<file path="src/design/vg_params.svh">
// sizes are fixed by the datapath: four lanes of 16 bits, a 16 element window, 8 bit commands
`ifndef VG_PARAMS_SVH
`define VG_PARAMS_SVH

// bits per feature-map element
`define VG_ELEM_W 16

// elements per input word and per output vector
`define VG_LANES 4

// elements held in the sliding window
`define VG_WIN_ELEMS 16

// bits per command word
`define VG_CMD_W 8

`endif
</file>
<file path="src/design/vg_pkg.sv">
// command word layout is fixed at 8 bits with the kind bit in the msb; stride code 3 is unused
`default_nettype none
`include "vg_params.svh"

package vg_pkg;

  // operation codes carried by an operation command
  typedef enum logic [1:0] {
    op_pop       = 2'd0,
    op_shift     = 2'd1,
    op_end_row   = 2'd2,
    op_row_start = 2'd3
  } vg_op_e;

  // lane spacing in window elements
  typedef enum logic [1:0] {
    stride_1 = 2'd0,
    stride_2 = 2'd1,
    stride_4 = 2'd2
  } vg_stride_e;

  // kind = 1, stride and padding update
  typedef struct packed {
    logic               kind;
    vg_stride_e         stride;
    logic [1:0]         padding;
    logic [`VG_CMD_W-6:0] spare;
  } vg_cfg_view_t;

  // kind = 0, one pipeline operation
  typedef struct packed {
    logic               kind;
    vg_op_e             op;
    logic [`VG_CMD_W-4:0] spare;
  } vg_op_view_t;

  typedef union packed {
    vg_cfg_view_t cfg_v;
    vg_op_view_t  op_v;
  } vg_cmd_u;

endpackage

`default_nettype wire

</file>
<file path="src/design/vectorgen.sv">
// four stage pipeline; a vector held at the output stalls every stage until out_ready
`default_nettype none
`timescale 1ns/10ps
`include "vg_params.svh"

module vectorgen (
  input  logic                            clk,
  input  logic                            reset,
  input  vg_pkg::vg_cmd_u                 cmd,
  input  logic                            cmd_valid,
  output logic                            cmd_ready,
  input  logic [`VG_LANES*`VG_ELEM_W-1:0] in_data,
  input  logic                            in_valid,
  output logic                            in_ready,
  output logic [`VG_LANES*`VG_ELEM_W-1:0] out_data,
  output logic                            out_valid,
  input  logic                            out_ready
);

  logic                                stall;

  // issue to align
  logic                                op_valid;
  vg_pkg::vg_op_e                      op;
  vg_pkg::vg_stride_e                  op_stride;
  logic [1:0]                          op_padding;
  logic [`VG_LANES*`VG_ELEM_W-1:0]     op_data;

  // align to window
  logic                                aligned_valid;
  vg_pkg::vg_op_e                      aligned_op;
  vg_pkg::vg_stride_e                  aligned_stride;
  logic [`VG_LANES*`VG_ELEM_W-1:0]     aligned_data;

  // window to lane pick
  logic                                win_valid;
  vg_pkg::vg_stride_e                  win_stride;
  logic [`VG_WIN_ELEMS*`VG_ELEM_W-1:0] win;

  // one global stall
  assign stall = out_valid && !out_ready;

  vg_cmd_issue i_cmd_issue (
    .clk(clk), .reset(reset), .stall(stall),
    .cmd(cmd), .cmd_valid(cmd_valid), .cmd_ready(cmd_ready),
    .in_data(in_data), .in_valid(in_valid), .in_ready(in_ready),
    .op_valid(op_valid), .op(op), .op_stride(op_stride),
    .op_padding(op_padding), .op_data(op_data)
  );

  vg_pad_align i_pad_align (
    .clk(clk), .reset(reset), .stall(stall),
    .op_valid(op_valid), .op(op), .op_stride(op_stride),
    .op_padding(op_padding), .op_data(op_data),
    .aligned_valid(aligned_valid), .aligned_op(aligned_op),
    .aligned_stride(aligned_stride), .aligned_data(aligned_data)
  );

  vg_window i_window (
    .clk(clk), .reset(reset), .stall(stall),
    .aligned_valid(aligned_valid), .aligned_op(aligned_op),
    .aligned_stride(aligned_stride), .aligned_data(aligned_data),
    .win_valid(win_valid), .win_stride(win_stride), .win(win)
  );

  vg_stride_select i_stride_select (
    .clk(clk), .reset(reset),
    .win_valid(win_valid), .win_stride(win_stride), .win(win),
    .out_ready(out_ready), .out_data(out_data), .out_valid(out_valid)
  );

endmodule

`default_nettype wire

</file>
<file path="src/design/vg_stride_select.sv">
// output register loads whenever it is empty or being taken; stride code 3 falls back to stride 1
`default_nettype none
`timescale 1ns/10ps
`include "vg_params.svh"

module vg_stride_select (
  input  logic                                clk,
  input  logic                                reset,
  input  logic                                win_valid,
  input  vg_pkg::vg_stride_e                  win_stride,
  input  logic [`VG_WIN_ELEMS*`VG_ELEM_W-1:0] win,
  input  logic                                out_ready,
  output logic [`VG_LANES*`VG_ELEM_W-1:0]     out_data,
  output logic                                out_valid
);

  localparam int EW = `VG_ELEM_W;

  logic                          load;
  int                            step;
  logic [`VG_LANES*EW-1:0]       picked;

  assign load = !out_valid || out_ready;

  // lane g reads window position step*g
  always_comb
  begin
    case (win_stride)
      vg_pkg::stride_2: step = 2;
      vg_pkg::stride_4: step = 4;
      default:          step = 1;
    endcase
    for (int g = 0; g < `VG_LANES; g++)
      picked[g*EW +: EW] = win[(g*step)*EW +: EW];
  end

  always_ff @(posedge clk)
  begin
    if (reset)
      out_valid <= 1'b0;
    else if (load)
      out_valid <= win_valid;
  end

  always_ff @(posedge clk)
  begin
    if (load && win_valid)
      out_data <= picked;
  end

endmodule

`default_nettype wire

</file>
<file path="src/design/vg_window.sv">
// window position 0 is the lowest element; new data always enters at the top four positions
`default_nettype none
`timescale 1ns/10ps
`include "vg_params.svh"

module vg_window (
  input  logic                                clk,
  input  logic                                reset,
  input  logic                                stall,
  input  logic                                aligned_valid,
  input  vg_pkg::vg_op_e                      aligned_op,
  input  vg_pkg::vg_stride_e                  aligned_stride,
  input  logic [`VG_LANES*`VG_ELEM_W-1:0]     aligned_data,
  output logic                                win_valid,
  output vg_pkg::vg_stride_e                  win_stride,
  output logic [`VG_WIN_ELEMS*`VG_ELEM_W-1:0] win
);

  localparam int EW    = `VG_ELEM_W;
  localparam int WIN_W = `VG_WIN_ELEMS * `VG_ELEM_W;
  localparam int WORD_W = `VG_LANES * `VG_ELEM_W;

  always_ff @(posedge clk)
  begin
    if (reset)
    begin
      win_valid <= 1'b0;
      win       <= '0;
    end
    else if (!stall)
    begin
      // row start updates the window but yields no vector
      win_valid <= aligned_valid && (aligned_op != vg_pkg::op_row_start);
      if (aligned_valid)
      begin
        case (aligned_op)
          vg_pkg::op_row_start: win <= '0;
          vg_pkg::op_shift:     win <= {{EW{1'b0}}, win[WIN_W-1:EW]};
          default:              win <= {aligned_data, win[WIN_W-1:WORD_W]};
        endcase
      end
    end
  end

  always_ff @(posedge clk)
  begin
    if (aligned_valid && !stall)
      win_stride <= aligned_stride;
  end

endmodule

`default_nettype wire

</file>
<file path="src/design/vg_pad_align.sv">
// padding count is taken per op; a change of padding inside a row mixes stale carry elements
`default_nettype none
`timescale 1ns/10ps
`include "vg_params.svh"

module vg_pad_align (
  input  logic                            clk,
  input  logic                            reset,
  input  logic                            stall,
  input  logic                            op_valid,
  input  vg_pkg::vg_op_e                  op,
  input  vg_pkg::vg_stride_e              op_stride,
  input  logic [1:0]                      op_padding,
  input  logic [`VG_LANES*`VG_ELEM_W-1:0] op_data,
  output logic                            aligned_valid,
  output vg_pkg::vg_op_e                  aligned_op,
  output vg_pkg::vg_stride_e              aligned_stride,
  output logic [`VG_LANES*`VG_ELEM_W-1:0] aligned_data
);

  localparam int EW = `VG_ELEM_W;
  localparam int CARRY_ELEMS = `VG_LANES - 1;

  logic [CARRY_ELEMS*EW-1:0]   carry;
  logic [`VG_LANES*EW-1:0]     carry_ext;
  logic [`VG_LANES*EW-1:0]     next_word;
  logic [CARRY_ELEMS*EW-1:0]   next_carry;

  // extra zero element keeps the lane loop in range
  assign carry_ext = {{EW{1'b0}}, carry};

  // carry first, then the word; end row fills with zeros
  always_comb
  begin
    next_word  = '0;
    next_carry = '0;
    for (int i = 0; i < `VG_LANES; i++)
    begin
      if (i < int'(op_padding))
        next_word[i*EW +: EW] = carry_ext[i*EW +: EW];
      else if (op == vg_pkg::op_pop)
        next_word[i*EW +: EW] = op_data[(i - int'(op_padding))*EW +: EW];
    end
    // top elements of a popped word wait for the next group
    for (int j = 0; j < CARRY_ELEMS; j++)
    begin
      if (op == vg_pkg::op_pop && j < int'(op_padding))
        next_carry[j*EW +: EW] = op_data[(`VG_LANES - int'(op_padding) + j)*EW +: EW];
    end
  end

  always_ff @(posedge clk)
  begin
    if (reset)
    begin
      aligned_valid <= 1'b0;
      carry         <= '0;
    end
    else if (!stall)
    begin
      aligned_valid <= op_valid;
      // shift leaves the carry alone, row start and end row empty it
      if (op_valid && op != vg_pkg::op_shift)
        carry <= next_carry;
    end
  end

  always_ff @(posedge clk)
  begin
    if (op_valid && !stall)
    begin
      aligned_op     <= op;
      aligned_stride <= op_stride;
      aligned_data   <= next_word;
    end
  end

endmodule

`default_nettype wire

</file>
<file path="src/design/vg_cmd_issue.sv">
// a pop is taken only together with an input word; nothing is taken while the pipeline stalls
`default_nettype none
`timescale 1ns/10ps
`include "vg_params.svh"

module vg_cmd_issue (
  input  logic                            clk,
  input  logic                            reset,
  input  logic                            stall,
  input  vg_pkg::vg_cmd_u                 cmd,
  input  logic                            cmd_valid,
  output logic                            cmd_ready,
  input  logic [`VG_LANES*`VG_ELEM_W-1:0] in_data,
  input  logic                            in_valid,
  output logic                            in_ready,
  output logic                            op_valid,
  output vg_pkg::vg_op_e                  op,
  output vg_pkg::vg_stride_e              op_stride,
  output logic [1:0]                      op_padding,
  output logic [`VG_LANES*`VG_ELEM_W-1:0] op_data
);

  logic               is_cfg;
  logic               is_pop;
  logic               take_op;
  vg_pkg::vg_stride_e cfg_stride;
  logic [1:0]         cfg_padding;

  // kind bit is shared by both views of the word
  assign is_cfg = cmd.cfg_v.kind;
  assign is_pop = !is_cfg && (cmd.op_v.op == vg_pkg::op_pop);

  // pop needs the input word in the same cycle; nothing is taken in reset
  assign cmd_ready = cmd_valid && !reset && !stall && (!is_pop || in_valid);
  assign in_ready  = cmd_valid && in_valid && !reset && !stall && is_pop;
  assign take_op   = cmd_ready && !is_cfg;

  //********************************************************************
  // stored configuration
  //********************************************************************
  always_ff @(posedge clk)
  begin
    if (reset)
    begin
      cfg_stride  <= vg_pkg::stride_1;
      cfg_padding <= 2'd0;
    end
    else if (cmd_ready && is_cfg)
    begin
      cfg_stride  <= cmd.cfg_v.stride;
      cfg_padding <= cmd.cfg_v.padding;
    end
  end

  //********************************************************************
  // issue register
  //********************************************************************
  always_ff @(posedge clk)
  begin
    if (reset)
      op_valid <= 1'b0;
    else if (!stall)
      op_valid <= take_op;
  end

  // config in force at acceptance travels with the op
  always_ff @(posedge clk)
  begin
    if (take_op)
    begin
      op         <= cmd.op_v.op;
      op_stride  <= cfg_stride;
      op_padding <= cfg_padding;
      op_data    <= in_data;
    end
  end

endmodule

`default_nettype wire

</file>
<file path="config.mk">
export PLATFORM = sky130hd
export DESIGN_NAME = vectorgen
export DESIGN_NICKNAME = d
export VERILOG_FILES = /design/src/design/vg_pkg.sv /design/src/design/vectorgen.sv /design/src/design/vg_stride_select.sv /design/src/design/vg_window.sv /design/src/design/vg_pad_align.sv /design/src/design/vg_cmd_issue.sv
export VERILOG_INCLUDE_DIRS = /design/src /design/src/design
export SDC_FILE = /design/constraint.sdc
export NUM_CORES = 1
export LEC_CHECK = 0
export BUFFER_PORTS_ARGS = -buffer_cell sky130_fd_sc_hd__buf_2
export CAP_MARGIN = 20
export CORE_UTILIZATION = 56
export CTS_CLUSTER_SIZE = 20
export DETAILED_ROUTE_END_ITERATION = 6
export PLACE_DENSITY = 0.86
export SKIP_CTS_REPAIR_TIMING = 1
export SLEW_MARGIN = 20
export SYNTH_ARGS = -nofsm -noshare
export SYNTH_HDL_FRONTEND = slang
export SYNTH_SLANG_ARGS = --single-unit
</file>
<file path="constraint.sdc">
create_clock -name clk -period 8.6 [get_ports clk]
set_input_delay 2.58 -clock clk [delete_from_list [all_inputs] [get_ports clk]]
set_output_delay 2.58 -clock clk [all_outputs]
set_load 0.01 [all_outputs]
</file>
Yosys cells after proc, flatten, opt, wreduce, memory -nomap -nowiden --
Index checks and enable logic that the tools add are counted.
Word-level totals: bits of input ports 77, output and inout port bits 67, logic and storage cells 88, bits in registers 516
Cells by class: $lt $le $gt $ge 3, eq/ne operators 6, muxes and demuxes 11, multiply operators 1, add/sub/neg operators 7, reductions and logical operators 31, bitwise gates (word level) 1, shift operators 10
Operators with widths (count):
- 256-bit case mux with 2 select lines | 1
- 64-bit by 32-bit indexed part select with 16-bit output | 7
- 256-bit by 32-bit indexed part select with 16-bit output | 1
- 256-bit by 8-bit indexed part select with 16-bit output | 1
- 256-bit by 9-bit indexed part select with 16-bit output | 1
- 16-bit 2-to-1 mux | 9
- 28-bit by 2-bit adder with 28-bit output (second input constant) | 1
- 28-bit by 3-bit adder with 28-bit output (second input constant) | 1
- 1-bit logical AND | 19
- 1-bit zero test | 6
- 3-bit case mux with 2 select lines | 1
- 1-bit by 2-bit subtractor with 3-bit output (first input constant) | 2
- 2-bit by 2-bit subtractor with 3-bit output (first input constant) | 2
- 2-bit by 3-bit multiplier with 5-bit output (first input constant) | 1
- 2-bit by 1-bit == test with 1-bit output (second input constant) | 2
- 2-bit == test (second input constant) | 2
- 2-bit zero test | 2
- 1-bit by 2-bit < comparator with 1-bit output (first input constant) | 2
- 2-bit AND reduction | 2
- 3-bit by 2-bit subtractor with 4-bit output (first input constant) | 1
- 1-bit logical OR | 2
- 2-bit < comparator (first input constant) | 1
- 2-bit by 1-bit != test with 1-bit output (second input constant) | 1
- 2-bit != test (second input constant) | 1
- 1-bit inverter | 1

Depth between registers and ports, before layout --
Gate-level depths: netlist (run 1).
depth after elaboration 6, gate-level depth with buffers 11, mapped depth without buffers 5

Modules after synthesis --
Synthesis (run 1) repeated with hierarchy kept, for this count alone.
Second synthesis, totals: cells, all modules 2193, area, all modules 26012.4 um^2
Modules (own cells, without submodules):
- vg_window | times used 1, area each 12784.8 um^2, sequential area each 5205.0 um^2, cells each 1175
- vg_pad_align | times used 1, area each 5826.8 um^2, sequential area each 3022.9 um^2, cells each 498
- vg_stride_select | times used 1, area each 5013.6 um^2, sequential area each 1941.9 um^2, cells each 427
- vg_cmd_issue | times used 1, area each 2373.5 um^2, sequential area each 2202.1 um^2, cells each 92
- vectorgen | times used 1, area each 13.8 um^2, sequential area each 0.0 um^2, cells each 1

Least setup slack after synthesis (run 1) --
No wires, ideal clock.
path type input -> register, start input out_ready, end register i_cmd_issue.op[0], enable pin, arrival time 8.021 ns, setup time 0.585 ns, buffers on the path 3, required time 8.015 ns, setup slack -0.006 ns, cell stages on the path 6, cells stage by stage nand2b_1 > buf_2 > buf_2 > buf_2 > nand2_1 > nor3_1
Between the ends: word-level cells in the longest chain between the ends 6
Ends and longest elaborated chain:
- start, declared | RTL line vectorgen.sv:17 | input logic out_ready
- 1-bit zero test | RTL line vectorgen.sv:41 | assign stall = out_valid && !out_ready;
- 1-bit logical AND | RTL line vectorgen.sv:41
- 1-bit zero test | RTL line vg_cmd_issue.sv:34 | assign cmd_ready = cmd_valid && !reset && !stall && (!is_pop || in_valid);
- 1-bit logical AND (2 in a row) | RTL line vg_cmd_issue.sv:34
- 1-bit logical AND | RTL line vg_cmd_issue.sv:36 | assign take_op = cmd_ready && !is_cfg;
- via i_cmd_issue.take_op | RTL line vg_cmd_issue.sv:25 | logic take_op;
- end signal, assigned | RTL line vg_cmd_issue.sv:71 | op <= cmd.op_v.op;
- end, declared | RTL line vg_cmd_issue.sv:17 | output vg_pkg::vg_op_e op,
The timed path passes the listed nets, and every way through them passes these cells. A chain may end at the register's enable or synchronous reset.

Worst setup path in the final report (run 1) --
start input out_ready, end output in_ready
Between the ends: word-level cells in the longest chain between the ends 5
Ends and longest elaborated chain:
- 1-bit zero test | RTL line vectorgen.sv:41
- 1-bit logical AND | RTL line vectorgen.sv:41
- 1-bit zero test | RTL line vg_cmd_issue.sv:35 | assign in_ready = cmd_valid && in_valid && !reset && !stall && is_pop;
- 1-bit logical AND (2 in a row) | RTL line vg_cmd_issue.sv:35
- end, declared | RTL line vectorgen.sv:14 | output logic in_ready,
No other way between the ends.

==> results of run 1 <==
-- routing by layer --
layer  wire [um]  vias to the layer above
met3        4860                      141
li1            -                     9143
met1       26600                     9985
met4        2660                        0
met2       31200                      995
met5           0                        -
-- registers in the layout, summed over array words and instances, names as in the netlist --
register	count
i_window.win	256
i_cmd_issue.op_data	64
i_pad_align.aligned_data	64
i_stride_select.out_data	64
i_pad_align.carry	48
i_cmd_issue.cfg_padding	2
i_cmd_issue.cfg_stride	2
i_cmd_issue.op	2
i_cmd_issue.op_padding	2
i_cmd_issue.op_stride	2
i_pad_align.aligned_op	2
i_pad_align.aligned_stride	2
i_window.win_stride	2
i_cmd_issue.op_valid	1
i_pad_align.aligned_valid	1
i_stride_select.out_valid	1
i_window.win_valid	1
-- worst max-delay path, cell delays in order --
cell and delay, ns:
buf_2 0.10, nand2b_4 0.70, nand2_1 0.28, nor3_1 0.24, buf_2 0.16
-- per-stage QoR --
step / total power (W) / std cells / setup slack, ns / area, um^2
after floorplan: 0.00299 / 2392 / 2.14 / 26400
after global routing: 0.00557 / 2987 / 1.83 / 28700
after global placement: 0.00308 / 2884 / 1.90 / 26900
final: 0.00542 / 2987 / 1.94 / 28700
after CTS: 0.00544 / 2986 / 1.94 / 28700
after detailed placement: 0.00310 / 2884 / 1.93 / 26900
-- power groups by stage --
stage          logic, W  registers [W]  clock network (W)
6_report       0.000376        0.00268            0.00237
3_3_place_gp   0.000357        0.00272                  0
4_1_cts        0.000371        0.00268            0.00239
2_1_floorplan  0.000288        0.00270                  0
5_1_grt        0.000404        0.00269            0.00248
3_5_place_dp   0.000369        0.00273                  0
-- kinds of logic after synthesis --
| group | Yosys count | synth area share, % |
|---|---|---|
| adder cells (fa/ha/maj) | 7 | 0.332 |
| XOR/XNOR | 1 | 0.0332 |
| multiplexers | 211 | 13.0 |
| flip-flops | 516 | 46.9 |
| AO/OA/AOI/OAI | 706 | 18.9 |
| AND/OR/NAND/NOR | 595 | 15.0 |
| buffers and inverters | 356 | 5.89 |
-- Yosys cell counts (2+ instances only) --
cell,number,area [um^2]
edfxtp_1,204,6130
nand2_1,42,158
mux4_2,98,2210
nand3b_1,240,1800
mux2i_1,62,621
nand2b_1,242,1510
o32ai_2,3,48.8
o21ai_0,47,235
a21oi_1,259,1300
a311oi_1,240,2100
o21a_1,16,120
dfxtp_1,312,6250
o22ai_1,17,106
mux2_4,6,90.1
ha_1,7,87.6
and2_1,16,100
a22o_1,16,140
nand4b_1,16,140
inv_1,76,285
a211oi_1,31,233
o32ai_1,30,263
or2_2,2,12.5
buf_6,5,56.3
mux2_2,45,507
nand3_1,2,10.0
o311ai_0,15,131
clkbuf_1,176,661
o41ai_1,15,131
o221a_2,15,169
buf_8,2,30.0
nor2b_1,22,138
buf_2,77,385
nor3_1,2,10.0
nor2_1,7,26.3
buf_1,10,37.5
buf_12,2,40.0
buf_4,8,60.1
-- cells in the final DEF, fill, tap and decap left out, types with 10 or more instances in the layout --
cell type,instances
a211oi_1,31
a21oi_1,259
a22o_1,16
a311oi_1,240
and2_1,15
buf_2,139
buf_4,22
clkbuf_16,56
clkinv_1,10
dfxtp_1,311
edfxtp_1,204
inv_1,75
mux2_2,45
mux2i_1,62
mux4_2,98
nand2_1,42
nand2b_1,241
nand3b_1,240
nand4b_1,16
nor2b_1,21
o21a_1,16
o21ai_0,47
o221a_2,15
o22ai_1,17
o311ai_0,15
o32ai_1,30
o41ai_1,15
-- worst max-delay path by stage --
stage / startpoint / to / slack, ns / cells after the start
finish: out_ready / in_ready / 1.94 / 5
global route: out_ready / in_ready / 1.83 / 5
CTS: out_ready / in_ready / 1.94 / 5
detailed placement: out_ready / in_ready / 1.93 / 5
global placement: out_ready / in_ready / 1.90 / 5
floorplan: out_ready / i_cmd_issue.op[0] / 2.14 / 6
-- layout make-up --
cell class | instances | area share [%]
repair buffers | 166 | 3.32
multi-input cells | 1520 | 43.7
clock inverters | 32 | 1.06
well taps | 607 | 2.64
inverters | 76 | 0.993
clock buffers | 70 | 5.24
flip-flops and latches | 516 | 43.1
==> impl_metrics.ini, run 1 <==
[sta]
setup_viol = 0
min_period_over_period_pct = 77.4
finalMaxSlewViolations = 0
worst_pin_slew_ns = 1.25
hold_viol = 0
relSlewSlack_pct = 17.0
hold_ws_ns = 0.431
min_period_ns = 6.66
setup_tns_ns = 0
skew_ns = 0.0368
max_freq_mhz = 150
rsz0062_at_grt = no

[worst_setup_path]
ff2ff_path_depth = 6
path_class = primary input to output pin
reg2reg_from = i_window.win_stride[0]
reg2reg_to = i_stride_select.out_data[47]
reg2reg_slack_ns = 4.87
arrival_ns = 4.08
required_ns = 6.02
critical_path.max_fanout = 82
start_kind = primary input
endpoint_kind = output pin

[clocking]
cts.sinks = 516
cts-root-buf = clkbuf_16
cts_tree = yes
cts_buffers = 54
worstSkewPairLatency_ns = 0.62
clockBufferDepth = 3
clk_pin_slew_ns = 0.06
htreeDepth = 2

[layout]
area_growth_pct = 8.84
layout.nets = 2418
final_util_pct = 61.7
regArea_um2 = 12400
multiInputGateArea_um2 = 12500
antenna_cells = 0
nFillCells = 3479
drive_gt1_share_pct = 18.2

[grt]
grt_util_met2_pct = 42.6
antenna_found_initial = 0
busiest_layer = met2
use_met1_pct = 36.9
gr-total-overflow = 0
use_met3_pct = 3.69
grt_start_max_net_pins = 350
gr-usage-all-layers_pct = 27.0
grt_pass1_vias = 18800
grt_pass1_wl_mm = 105

[synth]
synth_edf_count = 204
seq_area_frac_synth_pct = 46.9
ys_types = 44
ys_seq_elements = 516
syn-cell-area_um2 = 26400
synth_nets = 2476
ys_warn_count = 0
synth_ff_type = dfxtp_1
avgSynthCellArea_um2 = 11.0
async_flop_share_pct = 0
syn_inst = 2392

[floorplanning]
io_pins = 144
core_area_um2 = 46600
dieWidth_um = 219
die_h_um = 219
fp-row-count = 79
dieArea_um2 = 48000
start_util_pct = 56.7

[hold_path]
min_from = i_cmd_issue.op_stride[0]
whs_path_depth = 0
min_to = i_pad_align.aligned_stride[0]
hp-class = flip-flop to flip-flop

[detailed_routing]
first_iter_violations = 2861
wirelength_mm = 65.3
vias_per_cell = 6.78
ant_nets = 0
first_pass_iters = 7
vias = 20300
drc_errors = 1
wl_per_cell_um = 21.9

[pwr]
p_per_area_nw_per_um2 = 189
p_comb_share_pct = 6.9
seqPwrFrac_pct = 49.4
p_switching_w = 0.00126
p_int_w = 0.00416
pwr-share-clk_pct = 43.6
p_leak_nw = 8.96
ir_drop_uv = 169
switching_share_pct = 23.3

[outcome]
violations = design-rule violations
outcome = complete, but fails checks

[placed_design]
hpwl_mm = 39.0
gp_congestion = 0.900
port_buffers = 140

[flow_run]
maxCapViolations = 0
Power figures use the tool's default switching activity.
==> run 2: changes to the inputs <==
==> constraint.sdc (replaced) <==
create_clock -name clk -period 5.9 [get_ports clk]
set_input_delay 1.77 -clock clk [delete_from_list [all_inputs] [get_ports clk]]
set_output_delay 1.77 -clock clk [all_outputs]
set_load 0.01 [all_outputs]
==> impl_metrics.ini, run 2 (synthesis gave the netlist of run 1 again) <==
[grt]
antenna_found_initial = 3
grt_start_max_net_pins = 298
grt_pass1_wl_mm = 105
gr-usage-all-layers_pct = 27.3
grt_pass1_vias = 18900
gr-total-overflow = 0

[sta]
setup_viol = 0
worst_pin_slew_ns = 1.12
skew_ns = 0.0391
finalMaxSlewViolations = 0
rsz0062_at_grt = no
min_period_over_period_pct = 77.0
max_freq_mhz = 220
hold_viol = 0
min_period_ns = 4.54
setup_tns_ns = 0
relSlewSlack_pct = 25.1

[worst_setup_path]
reg2reg_slack_ns = 2.37
reg2reg_from = i_pad_align.aligned_valid
endpoint_kind = output pin
reg2reg_to = i_window.win[42]
start_kind = primary input
path_class = primary input to output pin
required_ns = 4.13
ff2ff_path_depth = 4
arrival_ns = 2.77
critical_path.max_fanout = 4

[floorplanning]
start_util_pct = 56.7
io_pins = 144
die_h_um = 219
fp-row-count = 79
dieWidth_um = 219
dieArea_um2 = 48000
core_area_um2 = 46600

[clocking]
cts.sinks = 516
htreeDepth = 2
worstSkewPairLatency_ns = 0.63
cts-root-buf = clkbuf_16
clk_pin_slew_ns = 0.06
clockBufferDepth = 3
cts_buffers = 53
cts_tree = yes

[hold_path]
min_from = i_cmd_issue.cfg_padding[0]
whs_path_depth = 0
min_to = i_cmd_issue.op_padding[0]
hp-class = flip-flop to flip-flop

[detailed_routing]
wirelength_mm = 66.3
dr_wl_met2_mm = 31.3
first_iter_violations = 2931
drc_errors = 0
ant_nets = 0
met1_length_mm = 26.8
vias_per_cell = 6.78
wl_per_cell_um = 22.2
first_pass_iters = 6
met3WireLength_mm = 5.30
vias = 20300
top_layer = met5

[layout]
mostFrequentLayoutCells = 311 x dfxtp_1, 259 x a21oi_1, 241 x nand2b_1, 240 x nand3b_1, 240 x a311oi_1
max_flop_register = i_window.win
layout.nets = 2418
area_growth_pct = 8.87
mostFrequentLayoutCell = dfxtp_1
drive_gt1_share_pct = 18.2
antenna_cells = 0
final_util_pct = 61.7
largest_reg_flops = 256
fin_area_um2 = 28700

[pwr]
ir_drop_uv = 223
p_per_area_nw_per_um2 = 273
p_leak_nw = 8.96

[outcome]
outcome = finished clean

[placed_design]
port_buffers = 140
gp_congestion = 0.918
hpwl_mm = 39.3
placed_cell_area_um2 = 27000

[flow_run]
maxCapViolations = 0
==> run 2: cell count changes in the layout (fill, tap and decap cells not counted), moves of 2 or more <==
cell	previous run	this run
buf_12	2	7
clkinv_1	10	5
buf_4	22	19
clkbuf_1	9	12
clkbuf_16	56	53
clkinv_4	0	2
==> run 2: routing by layer <==
| layer | GRT usage (%) | up-vias |
|---|---|---|
| li1 | - | 9143 |
| met1 | 36.9 | 9966 |
| met2 | 42.9 | 983 |
| met3 | 4.28 | 159 |
| met4 | 12.8 | 2 |
| met5 | 0 | - |
==> run 2: final cells by class <==
| cell class | count | area (um^2) |
|---|---|---|
| Timing Repair Buffer | 167 | 1020 |
| Inverter | 76 | 285 |
| Tap cell | 607 | 759 |
| Clock inverter | 28 | 302 |
| Sequential cell | 516 | 12400 |
| Clock buffer | 71 | 1450 |
| Fill cell | 3481 | 17800 |
| Multi-Input combinational cell | 1520 | 12500 |
==> run 2: report_power, final <==
| part | total [W] | leakage, nW | switching (W) | internal (W) |
|---|---|---|---|---|
| clock network | 0.00338 | 0.857 | 0.00143 | 0.00195 |
| logic | 0.000551 | 3.64 | 0.000310 | 0.000241 |
| registers | 0.00391 | 4.47 | 0.000104 | 0.00381 |
==> run 2: how the worst max path moves through the flow <==
stage | from | to | cells after the start
5_1_grt | cmd[5] | cmd_ready | 4
3_5_place_dp | cmd[5] | cmd_ready | 4
3_3_place_gp | reset | in_ready | 5
4_1_cts | cmd[5] | cmd_ready | 4
6_report | cmd[5] | cmd_ready | 4
2_1_floorplan | out_ready | i_cmd_issue.op[0] | 6
==> run 2: through the flow <==
step                hold slack, ns  setup WS, ns  total power [W]  std cells
detailed placement           0.405          1.35          0.00452       2885
floorplan                    0.400         0.255          0.00436       2392
finish                       0.415          1.36          0.00784       2985
CTS                          0.406          1.34          0.00786       2984
global placement             0.403          1.35          0.00449       2885
global route                 0.423          1.25          0.00807       2985
==> run 2: critical path, stage by stage <==
cell,delay [ns]
buf_2,0.12
nor4_1,0.63
nor2_1,0.10
buf_2,0.16
